## src/hdl/core_defs.svh

```systemverilog
`ifndef CORE_DEFS_SVH
`define CORE_DEFS_SVH

`define WORD_W 32
`define REG_AW 5
`define RAM_AW 8  // Data RAM word address bits

// Immediate forms of the major opcodes have bit 3 set
`define OPC_ADD  6'o00
`define OPC_ADDI 6'o10
`define OPC_BSF  6'o21
`define OPC_BSFI 6'o31
`define OPC_OR   6'o40
`define OPC_AND  6'o41
`define OPC_XOR  6'o42
`define OPC_SRX  6'o44
`define OPC_LW   6'o62
`define OPC_SW   6'o66
`define OPC_LWI  6'o72
`define OPC_SWI  6'o76

`endif

```

## src/hdl/isaPkg.sv

```systemverilog
`include "core_defs.svh"

package isaPkg;

  typedef logic [`WORD_W-1:0] word_t;
  typedef logic [`REG_AW-1:0] regIdx_t;
  typedef logic [5:0]         opcode_t;
  typedef logic [15:0]        imm_t;  // Low half of the instruction word

  // Field order matches the instruction word with the opcode on top
  typedef struct packed {
    opcode_t     opc;
    regIdx_t     rd;
    regIdx_t     ra;
    regIdx_t     rb;
    logic [10:0] alt;  // Function bits or the low part of the immediate
  } instr_t;

endpackage

```

## src/hdl/pipePkg.sv

```systemverilog
package pipePkg;

  // Operand source in X
  typedef enum logic [1:0] {
    srcReg,  // Register file or the late path
    srcFwd,  // ALU result now in R
    srcRam,  // Load data now in R
    srcImm
  } srcSel_t;

  // What the R stage writes back
  typedef enum logic [1:0] {
    dstAlu,
    dstMem,
    dstNone
  } dstSel_t;

  typedef enum logic [1:0] {
    aluAdd,
    aluLogic,
    aluShift,   // Single bit right
    aluBarrel   // Two cycles in X
  } aluFn_t;

  typedef struct packed {
    aluFn_t          aluFn;
    logic [1:0]      logicOp;    // 00 or, 01 and, 10 xor
    logic            shiftLeft;  // Barrel direction
    srcSel_t         srcA;
    srcSel_t         srcB;
    srcSel_t         srcSt;      // Store data from the B port
    dstSel_t         dst;
    isaPkg::regIdx_t rd;
    logic            we;         // Never set for r0
    logic            load;
    logic            store;
    isaPkg::imm_t    imm;
  } xCtrl_t;

  typedef struct packed {
    logic            valid;
    isaPkg::regIdx_t rd;
    isaPkg::word_t   data;
  } wb_t;

endpackage

```

## src/hdl/execUnit.sv

```systemverilog
module execUnit (
  input  logic            gclk,
  input  logic            rstN,
  input  pipePkg::xCtrl_t xCtrl,
  input  isaPkg::word_t   rdA,
  input  isaPkg::word_t   rdB,
  input  logic            lateA,
  input  logic            lateB,
  input  isaPkg::word_t   ramData,
  output isaPkg::word_t   memAddr,
  output isaPkg::word_t   memWrData,
  output pipePkg::wb_t    wb
);

  isaPkg::word_t   opA;  // Captured as the instruction enters X
  isaPkg::word_t   opB;
  isaPkg::word_t   immExt;
  isaPkg::word_t   srcA;
  isaPkg::word_t   srcB;
  isaPkg::word_t   sum;
  isaPkg::word_t   logicRes;
  isaPkg::word_t   shiftRes;
  isaPkg::word_t   bsfIn;
  isaPkg::word_t   bsfPart;
  isaPkg::word_t   bsfOut;
  isaPkg::word_t   aluRes;
  isaPkg::word_t   aluR;
  logic [1:0]      bsfFine;  // Low shift bits kept for the second cycle
  logic            bsfPhase;
  logic            shiftFill;
  logic            rValid;
  logic            rLoad;
  isaPkg::regIdx_t rRd;

  function automatic isaPkg::word_t pickSrc(pipePkg::srcSel_t sel, isaPkg::word_t regVal,
                                            isaPkg::word_t fwdVal, isaPkg::word_t ramVal,
                                            isaPkg::word_t immVal);
    case (sel)
      pipePkg::srcFwd: return fwdVal;
      pipePkg::srcRam: return ramVal;
      pipePkg::srcImm: return immVal;
      default:         return regVal;
    endcase
  endfunction

  function automatic isaPkg::word_t shiftBy(isaPkg::word_t val, logic [4:0] amt,
                                            logic left, logic arith);
    if (left)
      return val << amt;
    if (arith)
      return $signed(val) >>> amt;
    return val >> amt;
  endfunction

  // Late path takes the value being written this edge
  always_ff @(posedge gclk) begin
    opA <= lateA ? wb.data : rdA;
    opB <= lateB ? wb.data : rdB;
  end

  assign immExt    = {{16{xCtrl.imm[15]}}, xCtrl.imm};
  assign srcA      = pickSrc(xCtrl.srcA, opA, aluR, ramData, immExt);
  assign srcB      = pickSrc(xCtrl.srcB, opB, aluR, ramData, immExt);
  assign sum       = srcA + srcB;
  assign memAddr   = sum;
  assign memWrData = pickSrc(xCtrl.srcSt, opB, aluR, ramData, immExt);

  always_comb begin
    case (xCtrl.logicOp)
      2'b00:   logicRes = srcA | srcB;
      2'b01:   logicRes = srcA & srcB;
      default: logicRes = srcA ^ srcB;
    endcase
  end

  assign shiftFill = (xCtrl.imm[6:5] == 2'b00) ? srcA[31] : 1'b0;  // sra keeps sign
  assign shiftRes  = {shiftFill, srcA[31:1]};

  // Multiples of four in the first cycle and the remainder in the second
  assign bsfIn  = shiftBy(srcA, {srcB[4:2], 2'b00}, xCtrl.shiftLeft, xCtrl.imm[9]);
  assign bsfOut = shiftBy(bsfPart, {3'b000, bsfFine}, xCtrl.shiftLeft, xCtrl.imm[9]);

  always_comb begin
    case (xCtrl.aluFn)
      pipePkg::aluLogic:  aluRes = logicRes;
      pipePkg::aluShift:  aluRes = shiftRes;
      pipePkg::aluBarrel: aluRes = bsfOut;
      default:            aluRes = sum;
    endcase
  end

  always_ff @(posedge gclk) begin
    bsfPart <= bsfIn;
    bsfFine <= srcB[1:0];
    aluR    <= aluRes;
    rRd     <= xCtrl.rd;
    rLoad   <= xCtrl.load;
  end

  always_ff @(posedge gclk) begin
    if (!rstN) begin
      bsfPhase <= 1'b0;
      rValid   <= 1'b0;
    end else begin
      bsfPhase <= (xCtrl.aluFn == pipePkg::aluBarrel) && !bsfPhase;
      // Barrel result only after its second cycle
      rValid   <= xCtrl.we && !((xCtrl.aluFn == pipePkg::aluBarrel) && !bsfPhase);
    end
  end

  always_comb begin
    wb.valid = rValid;
    wb.rd    = rRd;
    wb.data  = rLoad ? ramData : aluR;
  end

endmodule

```

## config.mk

```make
export PLATFORM = sky130hd
export DESIGN_NAME = execUnit
export DESIGN_NICKNAME = d
export VERILOG_FILES = /design/src/hdl/isaPkg.sv /design/src/hdl/pipePkg.sv /design/src/hdl/execUnit.sv
export VERILOG_INCLUDE_DIRS = /design/src /design/src/hdl
export SDC_FILE = /design/constraint.sdc
export NUM_CORES = 1
export LEC_CHECK = 0
export BUFFER_PORTS_ARGS = -buffer_cell sky130_fd_sc_hd__buf_4
export CELL_PAD_IN_SITES_DETAIL_PLACEMENT = 2
export CELL_PAD_IN_SITES_GLOBAL_PLACEMENT = 2
export CORE_MARGIN = 5
export CORE_UTILIZATION = 30
export DETAILED_ROUTE_END_ITERATION = 8
export PLACE_DENSITY = 0.81
export REMOVE_ABC_BUFFERS = 1
export SYNTH_ARGS = -nofsm -noshare
export SYNTH_HDL_FRONTEND = slang
export SYNTH_SLANG_ARGS = --single-unit
```

## constraint.sdc

```tcl
create_clock -name gclk -period 13.9 [get_ports gclk]
set_clock_uncertainty 0.05 [all_clocks]
set_input_delay 2.78 -clock gclk [delete_from_list [all_inputs] [get_ports gclk]]
set_output_delay 2.78 -clock gclk [all_outputs]
set_load 0.01 [all_outputs]
```

==> results.sh <==
export IMPL_synth_simple_area_share=0.140
export IMPL_synth_ff_latch_count=138
export IMPL_avg_vias_per_cell=5.73
export IMPL_layout_nets=1910
export IMPL_sum_of_net_half_perimeters_after_detailed_placement_mm=40.8
export IMPL_cts_root_buf="sky130_fd_sc_hd__clkbuf_16"
export IMPL_cts_reportedPaths_clkPinSlew_ns=0.06
export IMPL_fin_setup_tns_ns=0
export IMPL_cp_start_kind="input port"
export IMPL_core_area_um2=42200
export IMPL_die_height_um=217
export IMPL_start_util=0.305
export IMPL_first_pass_grt_wire_length_mm=85.2
export IMPL_synthMuxAreaShare=0.284
export IMPL_crit_path_max_fanout=53
export IMPL_xor_xnor_portion_of_the_synthesized_cell_area=0.0211
export IMPL_final_cell_count_no_fill=2265
export IMPL_top_cells_by_area_synth="sky130_fd_sc_hd__dfxtp_1 21%, sky130_fd_sc_hd__mux4_2 21%, sky130_fd_sc_hd__a21oi_1 6.1%, sky130_fd_sc_hd__ha_1 5.7%, sky130_fd_sc_hd__nor2_1 5.7%"
export IMPL_max_clock_path_buffers=2
export IMPL_diodes=0
export IMPL_worst_ep_arrival_time_ns=7.64
export IMPL_relSlewSlack=0.329
export IMPL_syn_area_um2=12900
export IMPL_drt_first_pass_iters=4
export IMPL_cp_data_required_time_ns=11.07
export IMPL_design_power_total_mw=2.75
export IMPL_postRouteAntennaNets=0
export IMPL_worst_slew_pin_transition_ns=1.00
export IMPL_design_portCount=239
export IMPL_post_route_drc_count=0
export IMPL_cts_hold_buffers=0
export IMPL_post_synth_most_frequent_cells="194 x sky130_fd_sc_hd__nor2_1, 188 x sky130_fd_sc_hd__nand2_1, 158 x sky130_fd_sc_hd__a21oi_1, 138 x sky130_fd_sc_hd__dfxtp_1, 132 x sky130_fd_sc_hd__inv_1"
export IMPL_post_synthesis_adder_cell_area_fraction=0.0574
export IMPL_tritoncts_num_sinks=138
export IMPL_routed_via_count=13000
export IMPL_die_width_um=217
export IMPL_synth_compound_area_share=0.205
export IMPL_hp_class="flop to flop"
export IMPL_combinational_family_with_the_most_area_after_synthesis="multiplexers"
export IMPL_worst_setup_path_end_kind="output port"
export IMPL_yosysWarnings=0
export IMPL_status="completed"
export IMPL_clock_tree_htree_level_count=4
export IMPL_setup_repair_after_global_routing_missed_its_margin="false"
export IMPL_drive_above_1_share=0.249
export IMPL_fillerInstances=4833
export IMPL_setup_worst_path_class="input port to output port"
export IMPL_synth_top_cell_by_area="sky130_fd_sc_hd__dfxtp_1"
export IMPL_power_static_leakage_nw=6.91
export IMPL_cts_repair_resized=0
export IMPL_postSynth_topFlopCell="sky130_fd_sc_hd__dfxtp_1"
export IMPL_timing_final_crit_share=0.753
export IMPL_max_clock_freq_ghz=0.0955
export IMPL_synth_cell_types=64
export IMPL_clkLatencyLatePin_ns=0.47
export IMPL_grt_max_degree=65
export IMPL_grtUsageTotal=0.231
export IMPL_finalWeightedCongestion=0.884
export IMPL_hold_viol_final=0
export IMPL_drv_slew=0
export IMPL_num_rows=75
export IMPL_synth_seq_area_share=0.215
export IMPL_syn_inst=1577
export IMPL_synth_most_common_cell="sky130_fd_sc_hd__nor2_1"
export IMPL_post_place_cells=2234
export IMPL_postRouteWirelength_mm=55.8
export IMPL_cts_tree="done"
export IMPL_detail_route_iter0_violations=667
export IMPL_worst_ir_drop_vdd_mv=0.0862
export IMPL_cts_made_buffers=17
export IMPL_synth_edf_count=0
export IMPL_dpl_cell_area_um2=14900
export IMPL_finalSetupViolCount=0
export IMPL_cellPowerDensity_nw_per_um2=178
export IMPL_max_cap_viol_count=0
export IMPL_area_delta_synth_final_pct=19.8
export IMPL_final_period_minus_worst_setup_slack_ns=10.47
export IMPL_synth_top_area_frac=0.215
export IMPL_synth_avg_cell_area_um2=8.16
export IMPL_cts_repair_timing_setup_buffer_count=0
export IMPL_asyncSetResetFlopFracSynth=0
export IMPL_grt_overflow=0
export IMPL_die_area_um2=47100
export IMPL_io_buffers=235
export IMPL_number_of_global_route_vias_before_repair=14100
export IMPL_antenna_found_initial=0
export IMPL_drt_wirelength_per_cell_um=24.6
export IMPL_post_route_cell_area_um2=15400
[power breakdown]
| group | internal, mW | total, mW | switching (mW) | leakage, nW |
|---|---|---|---|---|
| combinational | 0.722 | 1.72 | 0.996 | 5.49 |
| clock | 0.243 | 0.438 | 0.195 | 0.257 |
| sequential | 0.508 | 0.590 | 0.0822 | 1.16 |
| total | 1.47 | 2.75 | 1.27 | 6.91 |
[layout by cell type, fill, tap and decap left out, types with 59 or more instances in the layout]
cell / instances
sky130_fd_sc_hd__buf_4: 246
sky130_fd_sc_hd__ha_1: 59
sky130_fd_sc_hd__inv_1: 131
sky130_fd_sc_hd__o21ai_0: 97
sky130_fd_sc_hd__nor2_1: 194
sky130_fd_sc_hd__mux4_2: 122
sky130_fd_sc_hd__dfxtp_1: 136
sky130_fd_sc_hd__a21oi_1: 158
sky130_fd_sc_hd__nand2_1: 188
sky130_fd_sc_hd__mux2i_1: 64
[per-stage QoR]
stage / hold slack [ns] / setup slack [ns] / util
after floorplan: 0.347 / 3.93 / -
after global placement: 0.360 / 3.67 / 0.353
after detailed placement: 0.366 / 3.50 / 0.353
after CTS: 0.374 / 3.48 / 0.365
after global routing: 0.387 / 3.19 / 0.365
final: 0.375 / 3.43 / 0.365
[cells by family after synthesis]
logic type / after synthesis
buf+inv: 262
fa+ha+maj: 59
flops: 138
compound gates: 433
simple gates: 444
xor+xnor: 31
mux: 210
[flip-flops by register name (all words and copies together), names as in the netlist]
| signal | cells |
|---|---|
| rRd | 5 |
| opB | 32 |
| bsfFine | 2 |
| bsfPart | 32 |
| bsfPhase | 1 |
| opA | 32 |
| aluR | 32 |
| rLoad | 1 |
| rValid | 1 |
[layout make-up]
cell class                 instances  area (um^2)  area share
multi-input combinational       1177         9110       0.591
sequential                       138         2770       0.179
timing repair buffer             246         1850       0.120
tap                              539          674      0.0437
inverter                         134          503      0.0326
clock buffer                      22          444      0.0288
clock inverter                     9         76.3     0.00495
[path summary, 6_finish.rpt]
check,end,from,cells after the start,slack (ns)
worst max-delay path,memAddr[26],xCtrl[29],16,3.43
worst min-delay path,bsfPhase,bsfPhase,1,0.37
worst max register to register,aluR[24],aluR[3],15,8.74
worst min register to register,bsfPhase,bsfPhase,1,0.37
[worst max-delay path, stage by stage]
cell                       delay [ns]
sky130_fd_sc_hd__buf_4           0.50
sky130_fd_sc_hd__nand2_1         0.15
sky130_fd_sc_hd__o21ai_2         0.09
sky130_fd_sc_hd__buf_4           0.41
sky130_fd_sc_hd__inv_2           0.52
sky130_fd_sc_hd__ha_1            0.44
sky130_fd_sc_hd__a21oi_1         0.14
sky130_fd_sc_hd__o21ai_0         0.17
sky130_fd_sc_hd__a21oi_1         0.25
sky130_fd_sc_hd__o21ai_1         0.17
sky130_fd_sc_hd__a41oi_1         0.53
sky130_fd_sc_hd__o21ai_1         0.35
sky130_fd_sc_hd__a21boi_1        0.41
sky130_fd_sc_hd__o21bai_1        0.18
sky130_fd_sc_hd__xor2_1          0.29
sky130_fd_sc_hd__buf_4           0.18
[metal layers]
| layer | GRT usage | share of wire | vias up |
|---|---|---|---|
| met5 | 0 | 0 | - |
| met4 | 0.0626 | 0.019 | 0 |
| met3 | 0.0309 | 0.034 | 60 |
| met2 | 0.406 | 0.50 | 293 |
| met1 | 0.299 | 0.44 | 6728 |
| li1 | - | - | 5908 |
Note: power is estimated with default switching activity, not from simulation.
