`src/hdl/core_defs.svh`:
```
`ifndef CORE_DEFS_SVH
`define CORE_DEFS_SVH

`define WORD_W 32
`define REG_AW 5
`define RAM_AW 8  // Data RAM word address bits

// Immediate forms of the major opcodes have bit 3 set
`define OPC_ADD  6'o00
`define OPC_ADDI 6'o10
`define OPC_BSF  6'o21
`define OPC_BSFI 6'o31
`define OPC_OR   6'o40
`define OPC_AND  6'o41
`define OPC_XOR  6'o42
`define OPC_SRX  6'o44
`define OPC_LW   6'o62
`define OPC_SW   6'o66
`define OPC_LWI  6'o72
`define OPC_SWI  6'o76

`endif

```
`src/hdl/isaPkg.sv`:
```
`include "core_defs.svh"

package isaPkg;

  typedef logic [`WORD_W-1:0] word_t;
  typedef logic [`REG_AW-1:0] regIdx_t;
  typedef logic [5:0]         opcode_t;
  typedef logic [15:0]        imm_t;  // Low half of the instruction word

  // Field order matches the instruction word with the opcode on top
  typedef struct packed {
    opcode_t     opc;
    regIdx_t     rd;
    regIdx_t     ra;
    regIdx_t     rb;
    logic [10:0] alt;  // Function bits or the low part of the immediate
  } instr_t;

endpackage

```
`src/hdl/pipePkg.sv`:
```
package pipePkg;

  // Operand source in X
  typedef enum logic [1:0] {
    srcReg,  // Register file or the late path
    srcFwd,  // ALU result now in R
    srcRam,  // Load data now in R
    srcImm
  } srcSel_t;

  // What the R stage writes back
  typedef enum logic [1:0] {
    dstAlu,
    dstMem,
    dstNone
  } dstSel_t;

  typedef enum logic [1:0] {
    aluAdd,
    aluLogic,
    aluShift,   // Single bit right
    aluBarrel   // Two cycles in X
  } aluFn_t;

  typedef struct packed {
    aluFn_t          aluFn;
    logic [1:0]      logicOp;    // 00 or, 01 and, 10 xor
    logic            shiftLeft;  // Barrel direction
    srcSel_t         srcA;
    srcSel_t         srcB;
    srcSel_t         srcSt;      // Store data from the B port
    dstSel_t         dst;
    isaPkg::regIdx_t rd;
    logic            we;         // Never set for r0
    logic            load;
    logic            store;
    isaPkg::imm_t    imm;
  } xCtrl_t;

  typedef struct packed {
    logic            valid;
    isaPkg::regIdx_t rd;
    isaPkg::word_t   data;
  } wb_t;

endpackage

```
`src/hdl/pipeCtrl.sv`:
```
`include "core_defs.svh"

module pipeCtrl (
  input  logic            gclk,
  input  logic            rstN,
  input  isaPkg::instr_t  instr,
  input  logic            instrValid,
  output logic            instrReady,
  output isaPkg::regIdx_t raIdx,
  output isaPkg::regIdx_t rbIdx,
  output pipePkg::xCtrl_t xCtrl,
  output logic            lateA,
  output logic            lateB
);

  isaPkg::opcode_t opcBase;
  logic            isAdd;
  logic            isLog;
  logic            isSrx;
  logic            isBsf;
  logic            isLoad;
  logic            isStore;
  logic            useImm;
  logic            writes;
  logic            accept;
  logic            stallQ;  // Barrel shift in its first X cycle
  logic            rWe;
  isaPkg::regIdx_t rRd;
  pipePkg::xCtrl_t dCtrl;

  // Source select against the instruction now in X
  function automatic pipePkg::srcSel_t fwdSel(isaPkg::regIdx_t idx, pipePkg::xCtrl_t x);
    if (x.we && (x.rd == idx))
      return (x.dst == pipePkg::dstMem) ? pipePkg::srcRam : pipePkg::srcFwd;
    return pipePkg::srcReg;
  endfunction

  assign opcBase = instr.opc & 6'b110111;  // Fold immediate forms
  assign isAdd   = (instr.opc == `OPC_ADD) || (instr.opc == `OPC_ADDI);
  assign isLog   = (opcBase == `OPC_AND) || (opcBase == `OPC_OR) || (opcBase == `OPC_XOR);
  assign isSrx   = (instr.opc == `OPC_SRX);
  assign isBsf   = (instr.opc == `OPC_BSF) || (instr.opc == `OPC_BSFI);
  assign isLoad  = (instr.opc == `OPC_LW) || (instr.opc == `OPC_LWI);
  assign isStore = (instr.opc == `OPC_SW) || (instr.opc == `OPC_SWI);
  assign useImm  = instr.opc[3];
  assign writes  = isAdd | isLog | isSrx | isBsf | isLoad;

  assign instrReady = !stallQ;
  assign accept     = instrValid && instrReady;

  // Stores read rd on the B port for their data
  assign raIdx = instr.ra;
  assign rbIdx = isStore ? instr.rd : instr.rb;

  // Write two ahead lands on the same edge as the operand capture
  assign lateA = rWe && (rRd == raIdx);
  assign lateB = rWe && (rRd == rbIdx);

  always_comb begin
    if (isBsf)
      dCtrl.aluFn = pipePkg::aluBarrel;
    else if (isSrx)
      dCtrl.aluFn = pipePkg::aluShift;
    else if (isLog)
      dCtrl.aluFn = pipePkg::aluLogic;
    else
      dCtrl.aluFn = pipePkg::aluAdd;  // Also the address sum for memory ops
    dCtrl.logicOp   = instr.opc[1:0];
    dCtrl.shiftLeft = instr.alt[10];
    dCtrl.srcA      = fwdSel(raIdx, xCtrl);
    dCtrl.srcB      = (useImm || isStore) ? pipePkg::srcImm : fwdSel(rbIdx, xCtrl);
    dCtrl.srcSt     = fwdSel(rbIdx, xCtrl);
    if (isLoad)
      dCtrl.dst = pipePkg::dstMem;
    else if (writes)
      dCtrl.dst = pipePkg::dstAlu;
    else
      dCtrl.dst = pipePkg::dstNone;
    dCtrl.rd    = instr.rd;
    dCtrl.we    = writes && (instr.rd != '0);
    dCtrl.load  = isLoad;
    dCtrl.store = isStore;
    // Register-form store addresses by ra alone
    dCtrl.imm   = (isStore && !useImm) ? '0 : {instr.rb, instr.alt};
  end

  always_ff @(posedge gclk) begin
    if (!rstN) begin
      xCtrl  <= '0;
      stallQ <= 1'b0;
      rWe    <= 1'b0;
    end else begin
      stallQ <= accept && isBsf;
      rWe    <= xCtrl.we && !stallQ;  // First barrel cycle sends a bubble to R
      if (!stallQ) begin
        if (accept)
          xCtrl <= dCtrl;
        else
          xCtrl <= '0;  // Bubble
      end
    end
  end

  always_ff @(posedge gclk) begin
    rRd <= xCtrl.rd;
  end

endmodule

```
`config.mk`:
```
export PLATFORM = sky130hd
export DESIGN_NAME = pipeCtrl
export DESIGN_NICKNAME = d
export VERILOG_FILES = /design/src/hdl/isaPkg.sv /design/src/hdl/pipePkg.sv /design/src/hdl/pipeCtrl.sv
export VERILOG_INCLUDE_DIRS = /design/src /design/src/hdl
export SDC_FILE = /design/constraint.sdc
export NUM_CORES = 1
export LEC_CHECK = 0
export ABC_CLOCK_PERIOD_IN_PS = 2300
export CORE_MARGIN = 4
export CORE_UTILIZATION = 65
export DETAILED_ROUTE_END_ITERATION = 10
export DONT_BUFFER_PORTS = 1
export GPL_TIMING_DRIVEN = 0
export PLACE_DENSITY = 0.77
export SLEW_MARGIN = 20
export SYNTH_ARGS = -nofsm -noshare
export SYNTH_HDL_FRONTEND = slang
export SYNTH_SLANG_ARGS = --single-unit
export TNS_END_PERCENT = 20
```
`constraint.sdc`:
```
create_clock -name gclk -period 2.3 [get_ports gclk]
set_input_delay 0.345 -clock gclk [delete_from_list [all_inputs] [get_ports gclk]]
set_output_delay 0.345 -clock gclk [all_outputs]
set_load 0.01 [all_outputs]
```
==> impl_metrics.yaml, run 1 <==
run_status:
  status: "completed"
worst_hold_path:
  hp-class: "input port to flip-flop"
  hold_path_depth: 1
critical_path:
  crit_required_ps: 1960
  end_kind: "output port"
  reg2reg_depth: 4
  worstPathMaxFanout: 9
  path_cells: "buf_4 -> nand4b_1 -> nor2_2 -> mux2_2 -> a211oi_1"
  cp_slowest_stage_delay_ps: 420
  cp.arrival_ps: 1800
  critPathKind: "input port to output port"
  start_kind: "input port"
  crit_slowest_cell: "mux2_2"
pwr:
  leakagePower_nw: 0.8461
  powerDensity_nw_per_um2: 713.3
  vdd_drop_max_v: 0.0005979
  pwr-share-clk_pct: 38.1
  p_switching_mw: 0.3349
  p_int_mw: 1.172
  pwr-share-seq_pct: 53.5
  combPwrFrac_pct: 8.4
  swShare_pct: 22.23
yosys:
  yosysWarnings: 0
  synth_cell_types: 40
  syn_nets: 236
  synth_seq_cells: 43
  synth_area_per_cell_um2: 9.798
  syn_inst: 201
  syn_area_um2: 1969
  synth.yosys.seq_area_share_pct: 43.71
finish:
  finalInstanceArea_um2: 2112
  drive_gt1_share_pct: 12.44
  diodes: 0
  instances_no_fill: 240
  area_growth_pct: 7.243
  nNetsFinal: 243
place:
  io_buffers: 0
  dp_cells: 232
  place_congestion: 0.8110
  dp_hpwl_um: 3740
  dp_slack_ps: 21.66
  placed_area_um2: 2008
floorplan:
  num_io_pins: 85
  die_area_um2: 3975
  rows: 19
  core_um2: 2829
  die_x_um: 63.05
  start_util_pct: 69.62
  chipHeight_um: 63.05
detailed_routing:
  postRouteAntennaNets: 0
  wl_per_cell_um: 20.07
  drc_errors: 0
  finalWirelength_um: 4817
  dr.first_iter.drc_count: 84
  post_drt_via_cell_ratio: 6.713
  first_pass_iters: 4
  vias: 1611
grt:
  global_route.overflow_total: 0
  grt_max_degree: 14
  antenna_found_initial: 0
  grt_pass1_vias: 1594
  track_usage_pct: 25.34
  grt_pass1_wl_um: 8079
clock_tree:
  cts.htree.levels: 2
  insertion_delay_ps: 350
  numCtsBuffers: 5
  clk_path_buf_depth: 2
  root_buffer: "clkbuf_4"
  cts_tree: "yes"
  clk_pin_slew_worst_paths_ps: 120
  cts_num_sinks: 43
sta:
  holdWs_ps: 119.9
  setup_slack_ps: 150.7
  rsz0062_at_grt: "no"
  max_freq_mhz: 465.3
  tightest_slew_ps: 529.9
  drv_slew: 0
  maxSlewHeadroom_pct: 64.67
  fin_crit_sh_pct: 93.45
  fin_worst_skew_ps: 6.209
  tns_ps: 0
  final-hold-violation-count: 0
  fin_crit_ps: 2149
  setup_violations: 0
job:
  drv_cap: 0
-- layout make-up --
class	instances	area, µm²
clock buffers	6	41.29
multi-input cells	138	997.2
flip-flops and latches	43	860.8
plain buffers	14	91.34
well taps	31	38.79
inverters	6	22.52
fillers	208	716.9
clock inverters	2	60.06
-- routing by layer --
layer	wire, µm	GRT usage, %	part of all wire, %	vias to the layer above
li1	-	-	-	741
met1	1954	31.40	41	775
met2	2310	39.79	48	87
met3	497	10.79	10	8
met4	53	7.438	1.1	0
met5	0	0	0	-
-- registers in the layout (all words and copies together) (netlist names) --
name    flops
xCtrl      36
rRd         5
rWe         1
stallQ      1
-- logic make-up after synthesis --
family | share of synthesized area (%)
xor gates and xnor gates | 9.339
and+or+nand+nor | 16.14
buffers and inverters | 5.781
DFF | 43.71
muxes | 2.795
AOI/OAI and AO/OA | 22.24
-- worst max-delay path, delay by kind of cell --
family,cells,cell delay (ps)
AND/OR/NAND/NOR,2,490
buffers and inverters,1,130
AO/OA/AOI/OAI,1,410
multiplexers,1,420
-- synthesized netlist by cell type --
cell type	number	area [µm²]
a22o_1	26	227.7
buf_4	8	60.06
and3b_1	1	8.760
o31ai_1	1	7.510
xnor2_1	4	35.03
nor2_1	10	37.54
a21oi_1	6	30.03
inv_1	6	22.52
dfxtp_1	43	860.8
o211ai_1	1	7.510
a22oi_1	2	15.01
nor4_4	1	21.27
nand2_4	1	11.26
and4_4	1	11.26
nor2b_1	3	18.77
mux2i_1	1	10.01
and3_1	3	18.77
nand2b_1	11	68.82
nand4b_1	1	8.760
a211oi_1	4	30.03
clkbuf_1	4	15.01
a32o_1	2	20.02
mux2_2	4	45.04
o22ai_1	2	12.51
o21ai_1	1	5.000
and4b_1	1	10.01
nand3_1	1	5.000
xor2_1	17	148.9
o21ai_0	8	40.04
or4_1	1	7.510
o32ai_1	1	8.760
nor4_1	6	37.54
o2111ai_1	1	8.760
a21o_1	1	7.510
buf_2	1	5.000
nand2_1	12	45.04
nand3b_1	1	7.510
buf_6	1	11.26
a21oi_2	1	8.760
a311oi_1	1	8.760
-- power groups by stage --
| stage | registers (mW) | clock network (mW) | logic, mW |
|---|---|---|---|
| floorplan | 0.815 | 0 | 0.107 |
| global placement | 0.822 | 0 | 0.122 |
| detailed placement | 0.822 | 0 | 0.126 |
| CTS | 0.806 | 0.581 | 0.127 |
| global route | 0.810 | 0.615 | 0.142 |
| finish | 0.806 | 0.574 | 0.127 |
-- per-stage QoR --
| step | total power [mW] | util [%] |
|---|---|---|
| detailed placement | 0.9479 | 70.99 |
| global route | 1.566 | 74.66 |
| floorplan | 0.9217 | - |
| finish | 1.506 | 74.66 |
| CTS | 1.513 | 74.57 |
| global placement | 0.9433 | 70.99 |
-- final timing paths --
kind / start / to / slack [ps]
setup / recovery: instr[27] / lateB / 150
hold / removal: instr[10] / xCtrl[32] / 120
setup reg to reg: stallQ / xCtrl[23] / 660
hold reg to reg: xCtrl[20] / rRd[1] / 490
-- placed cells by master, fill, tap and decap left out, types with 2 or more instances in the layout --
cell type	count
dfxtp_1	43
o22ai_1	2
clkbuf_4	5
a22o_1	26
nor2b_1	3
nand2b_1	11
bufinv_16	2
mux2_2	4
nor2_1	9
inv_1	6
a211oi_1	4
buf_4	8
a32o_1	2
xor2_1	17
nand2_1	12
clkbuf_1	5
o21ai_0	8
and3_1	3
a21oi_1	6
nor4_1	6
xnor2_1	4
a22oi_1	2
-- timing repair --
action / in CTS / in global routing
gates resized for setup: 0 / 1
hold buffers: 0 / 0
setup buffers: 0 / 0
setup endpoints to repair: 0 / 1
Note: power is estimated with default switching activity, not from simulation.
==> inputs of run 2 (changes only) <==
--- a/config.mk
+++ b/config.mk
@@ -6,7 +6,7 @@
 export SDC_FILE = /design/constraint.sdc
 export NUM_CORES = 1
 export LEC_CHECK = 0
-export ABC_CLOCK_PERIOD_IN_PS = 2300
+export ABC_CLOCK_PERIOD_IN_PS = 2500
 export CORE_MARGIN = 4
 export CORE_UTILIZATION = 65
 export DETAILED_ROUTE_END_ITERATION = 10
==> constraint.sdc (replaced) <==
create_clock -name gclk -period 2.5 [get_ports gclk]
set_input_delay 0.375 -clock gclk [delete_from_list [all_inputs] [get_ports gclk]]
set_output_delay 0.375 -clock gclk [all_outputs]
set_load 0.01 [all_outputs]
==> impl_metrics.yaml, run 2 (synthesized netlist as in run 1, its figures left out) <==
grt:
  grt_pass1_vias: 1594
  global_route.overflow_total: 0
  antenna_found_initial: 0
  grt_pass1_wl_um: 8079
  track_usage_pct: 25.34
  grt_max_degree: 14
critical_path:
  cp.arrival_ps: 1980
  end_kind: "output port"
  reg2reg_depth: 4
  start_kind: "input port"
  worstPathMaxFanout: 9
  crit_required_ps: 2120
  critPathKind: "input port to output port"
finish:
  largest_register_ffs: 36
  post-route-util_pct: 74.57
  area_growth_pct: 7.115
  mostFrequentLayoutCell: "dfxtp_1"
  instances_no_fill: 240
  largest-register: "xCtrl"
  nNetsFinal: 243
  mostFrequentLayoutCells: "43 x dfxtp_1, 26 x a22o_1, 17 x xor2_1, 12 x nand2_1, 11 x nand2b_1"
  reg_top3: "xCtrl x36, rRd x5"
  diodes: 0
  finalInstanceArea_um2: 2110
  drive_gt1_share_pct: 11.96
floorplan:
  die_area_um2: 3975
  rows: 19
  num_io_pins: 85
  die_x_um: 63.05
  chipHeight_um: 63.05
  core_um2: 2829
  start_util_pct: 69.62
sta:
  drv_slew: 0
  maxSlewHeadroom_pct: 64.20
  setup_violations: 0
  fin_crit_sh_pct: 94.20
  max_freq_mhz: 424.6
  tns_ps: 0
  tightest_slew_ps: 537.0
  fin_crit_ps: 2355
  final-hold-violation-count: 0
  fin_worst_skew_ps: 7.507
  rsz0062_at_grt: "no"
detailed_routing:
  postRouteAntennaNets: 0
  wl_per_cell_um: 20.32
  first_pass_iters: 4
  drc_errors: 0
  dr.first_iter.drc_count: 92
  vias: 1595
  post_drt_via_cell_ratio: 6.646
  finalWirelength_um: 4876
clock_tree:
  insertion_delay_ps: 350
  cts_hold_buffers: 0
  clk_pin_slew_worst_paths_ps: 130
  root_buffer: "clkbuf_4"
  numCtsBuffers: 5
  cts.htree.levels: 2
  clk_path_buf_depth: 2
  cts_num_sinks: 43
  cts_tree: "yes"
  cts-resized-gates: 0
  cts_setup_buffers: 0
place:
  dp_hpwl_um: 3740
  io_buffers: 0
  dp_cells: 232
  placed_area_um2: 2008
  place_congestion: 0.8110
pwr:
  powerDensity_nw_per_um2: 659.5
  leakagePower_nw: 0.8464
  vdd_drop_max_v: 0.0005570
run_status:
  status: "completed"
worst_hold_path:
  hp-class: "input port to flip-flop"
  hold_path_depth: 1
job:
  drv_cap: 0
## run 2: cell count changes in the layout (fill, tap and decap cells not counted)
cell	before	now
nor2_1	9	10
nor2_2	1	0
## run 2: through the flow
step           setup slack (ps)  total power, mW  hold WS, ps
5_1_grt                   30.84            1.441        135.0
2_1_floorplan             422.6           0.8480        438.1
3_5_place_dp              161.7           0.8721        473.0
3_3_place_gp              164.3           0.8679        469.8
6_report                  144.9            1.391        146.1
4_1_cts                   155.3            1.392        146.3
## run 2: routing by layer
metal	GRT usage (%)	routed length [µm]	part of all wire (%)
met4	7.438	52	1.1
met1	31.40	1920	39
met3	10.79	569	12
met2	39.79	2335	48
met5	0	0	0
## run 2: critical path: stages
cell      delay [ps]
buf_4            130
nand4b_1         160
nor2_1           460
mux2_2           440
a211oi_1         410
## run 2: final timing paths
check | from | end | slack (ps)
max | instr[27] | lateB | 140
min | instr[24] | xCtrl[22] | 150
max reg2reg | stallQ | xCtrl[23] | 850
min reg2reg | xCtrl[20] | rRd[1] | 490
## run 2: report_power, final
| part | total [mW] | internal, mW | leakage (nW) | switching, mW |
|---|---|---|---|---|
| Sequential | 0.741 | 0.709 | 0.352 | 0.0326 |
| Clock | 0.533 | 0.312 | 0.0525 | 0.221 |
| Combinational | 0.117 | 0.0572 | 0.442 | 0.0602 |
| Total | 1.39 | 1.08 | 0.846 | 0.313 |
## run 2: cell type report
class                           instances  area, µm²
Sequential cell                        43      860.8
Clock inverter                          2      60.06
Fill cell                             207      719.4
Buffer                                 14      91.34
Tap cell                               31      38.79
Clock buffer                            6      41.29
Multi-Input combinational cell        138      994.7
Inverter                                6      22.52
==> inputs of run 3 (changes only) <==
--- a/config.mk
+++ b/config.mk
@@ -6,6 +6,7 @@
 export SDC_FILE = /design/constraint.sdc
 export NUM_CORES = 1
 export LEC_CHECK = 0
+export ABC_AREA = 1
 export ABC_CLOCK_PERIOD_IN_PS = 2500
 export CORE_MARGIN = 4
 export CORE_UTILIZATION = 65
==> impl_metrics.yaml, run 3 <==
floorplan:
  die_area_um2: 3835
  chipHeight_um: 61.93
  core_um2: 2758
  die_x_um: 61.93
  start_util_pct: 68.56
  rows: 19
  num_io_pins: 85
finish:
  drive_gt1_share_pct: 12.50
  mostFrequentLayoutCells: "55 x nand2_1, 43 x dfxtp_1, 29 x inv_1, 15 x a32o_1, 14 x nor2_1"
  largest-register: "xCtrl"
  post-route-util_pct: 72.01
  mostFrequentLayoutCell: "nand2_1"
  instances_no_fill: 279
  area_growth_pct: 5.030
  diodes: 0
  largest_register_ffs: 36
  nNetsFinal: 283
  fill_cells: 229
  reg_top3: "xCtrl x36, rRd x5"
sta:
  tns_ps: 0
  rsz0062_at_grt: "no"
  tightest_slew_ps: 525.4
  fin_worst_skew_ps: 7.637
  holdWs_ps: 142.9
  fin_crit_ps: 1891
  fin_crit_sh_pct: 75.62
  drv_slew: 0
  final-hold-violation-count: 0
  max_freq_mhz: 529.0
  maxSlewHeadroom_pct: 64.65
  setup_violations: 0
pwr:
  vdd_drop_max_v: 0.0006374
  powerDensity_nw_per_um2: 599.9
  leakagePower_nw: 0.8729
yosys:
  synth.yosys.seq_area_share_pct: 45.53
  synth_top_family_by_area: "simple AND/OR/NAND/NOR gates"
  synth_compound_area_share_pct: 17.80
  yosysTopAreaCell: "dfxtp_1"
  postSynth.asyncResetShare_pct: 0
  synth_area_per_cell_um2: 7.845
  synth_edf_count: 0
  synth_cell_types: 26
  synth.area.top_cells: "dfxtp_1 46%, nand2_1 11%, a32o_1 7.9%, inv_1 5.8%, nand3_1 3.4%"
  yosysWarnings: 0
  netlist.area_leader.share_pct: 45.53
  muxShareOfSynthArea_pct: 0
  synth_seq_cells: 43
  yosys-top-cells-count: "55 x nand2_1, 43 x dfxtp_1, 29 x inv_1"
  synth-xor-area-share_pct: 2.316
  syn_inst: 241
  syn_area_um2: 1891
  syn_nets: 276
  yosysMostFrequentCell: "nand2_1"
  synthAdderAreaFrac_pct: 0
  yosys.area_share.simple_pct: 23.76
  ys.flop_type: "dfxtp_1"
grt:
  antenna_found_initial: 0
  grt_max_degree: 13
  grt_pass1_wl_um: 7017
  global_route.overflow_total: 0
  track_usage_pct: 25.35
  grt_pass1_vias: 1583
job:
  drv_cap: 0
clock_tree:
  insertion_delay_ps: 350
  cts_setup_buffers: 0
  cts_num_sinks: 43
  cts-resized-gates: 0
  numCtsBuffers: 5
  cts.htree.levels: 2
  clk_path_buf_depth: 2
  cts_tree: "yes"
  root_buffer: "clkbuf_4"
  cts_hold_buffers: 0
  clk_pin_slew_worst_paths_ps: 110
critical_path:
  start_kind: "input port"
  worstPathMaxFanout: 8
  cp.arrival_ps: 1520
  crit_required_ps: 2120
  critPathKind: "input port to output port"
  end_kind: "output port"
detailed_routing:
  wl_met1_um: 1721
  wl_per_cell_um: 16.69
  wl_met2_um: 2266
  post_drt_via_cell_ratio: 6.140
  dr_wl_met3_um: 608
  postRouteAntennaNets: 0
  dr.first_iter.drc_count: 113
  top_layer: "met4"
  first_pass_iters: 5
  drc_errors: 0
  vias: 1713
  finalWirelength_um: 4657
run_status:
  status: "completed"
worst_hold_path:
  hp-class: "input port to flip-flop"
place:
  dp_cells: 272
  place_congestion: 0.8575
  io_buffers: 0
  dp_hpwl_um: 3704
[run 3: worst paths after layout]
check,startpoint,end,slack (ps),depth (start not counted)
worst max register to register,stallQ,xCtrl[33],840,6
worst max-delay path,instr[26],lateB,610,9
worst min register to register,xCtrl[23],rRd[4],440,0
worst min-delay path,instr[10],xCtrl[32],140,1
[run 3: cell type report]
type                            count  area [µm²]  share of cell area, %
Buffer                             12       76.32                  3.844
Clock buffer                        6       51.30                  2.583
Clock inverter                      1       5.005                 0.2520
Inverter                           33       123.9                  6.238
Multi-Input combinational cell    153       829.5                  41.78
Sequential cell                    43       860.8                  43.35
Tap cell                           31       38.79                  1.953
[run 3: logic make-up after synthesis]
| group | count (synthesis) |
|---|---|
| AND/OR/NAND/NOR | 101 |
| AO/OA/AOI/OAI | 47 |
| flip-flops | 43 |
| buffers and inverters | 45 |
| XOR/XNOR | 5 |
[run 3: power breakdown]
group	switching [mW]	total [mW]	leakage, nW	internal (mW)
clock network	0.206	0.336	0.0341	0.130
logic	0.0719	0.118	0.487	0.0460
registers	0.0286	0.737	0.352	0.709
total	0.306	1.19	0.873	0.885
[run 3: worst max-delay path, stage by stage]
cell and delay (ps):
inv_1 80, nand3_1 130, nor2_4 210, nand2_1 120, nand2_1 180, o22ai_1 100, nor2_1 90, nand2_1 50
nor2_1 180
[run 3: per-layer routing]
layer | up-vias | global-route usage [%]
li1 | 823 | -
met1 | 789 | 28.26
met5 | - | 0
met3 | 8 | 11.98
met4 | 0 | 8.485
met2 | 93 | 42.60
[run 3: metrics by stage]
step                power (mW)  setup slack [ps]  cell area (µm²)
floorplan               0.8436             821.0             1891
global placement        0.8641             650.2             1929
detailed placement      0.8693             611.9             1929
CTS                      1.195             606.0             1986
global route             1.250             410.7             1986
finish                   1.191             609.5             1986
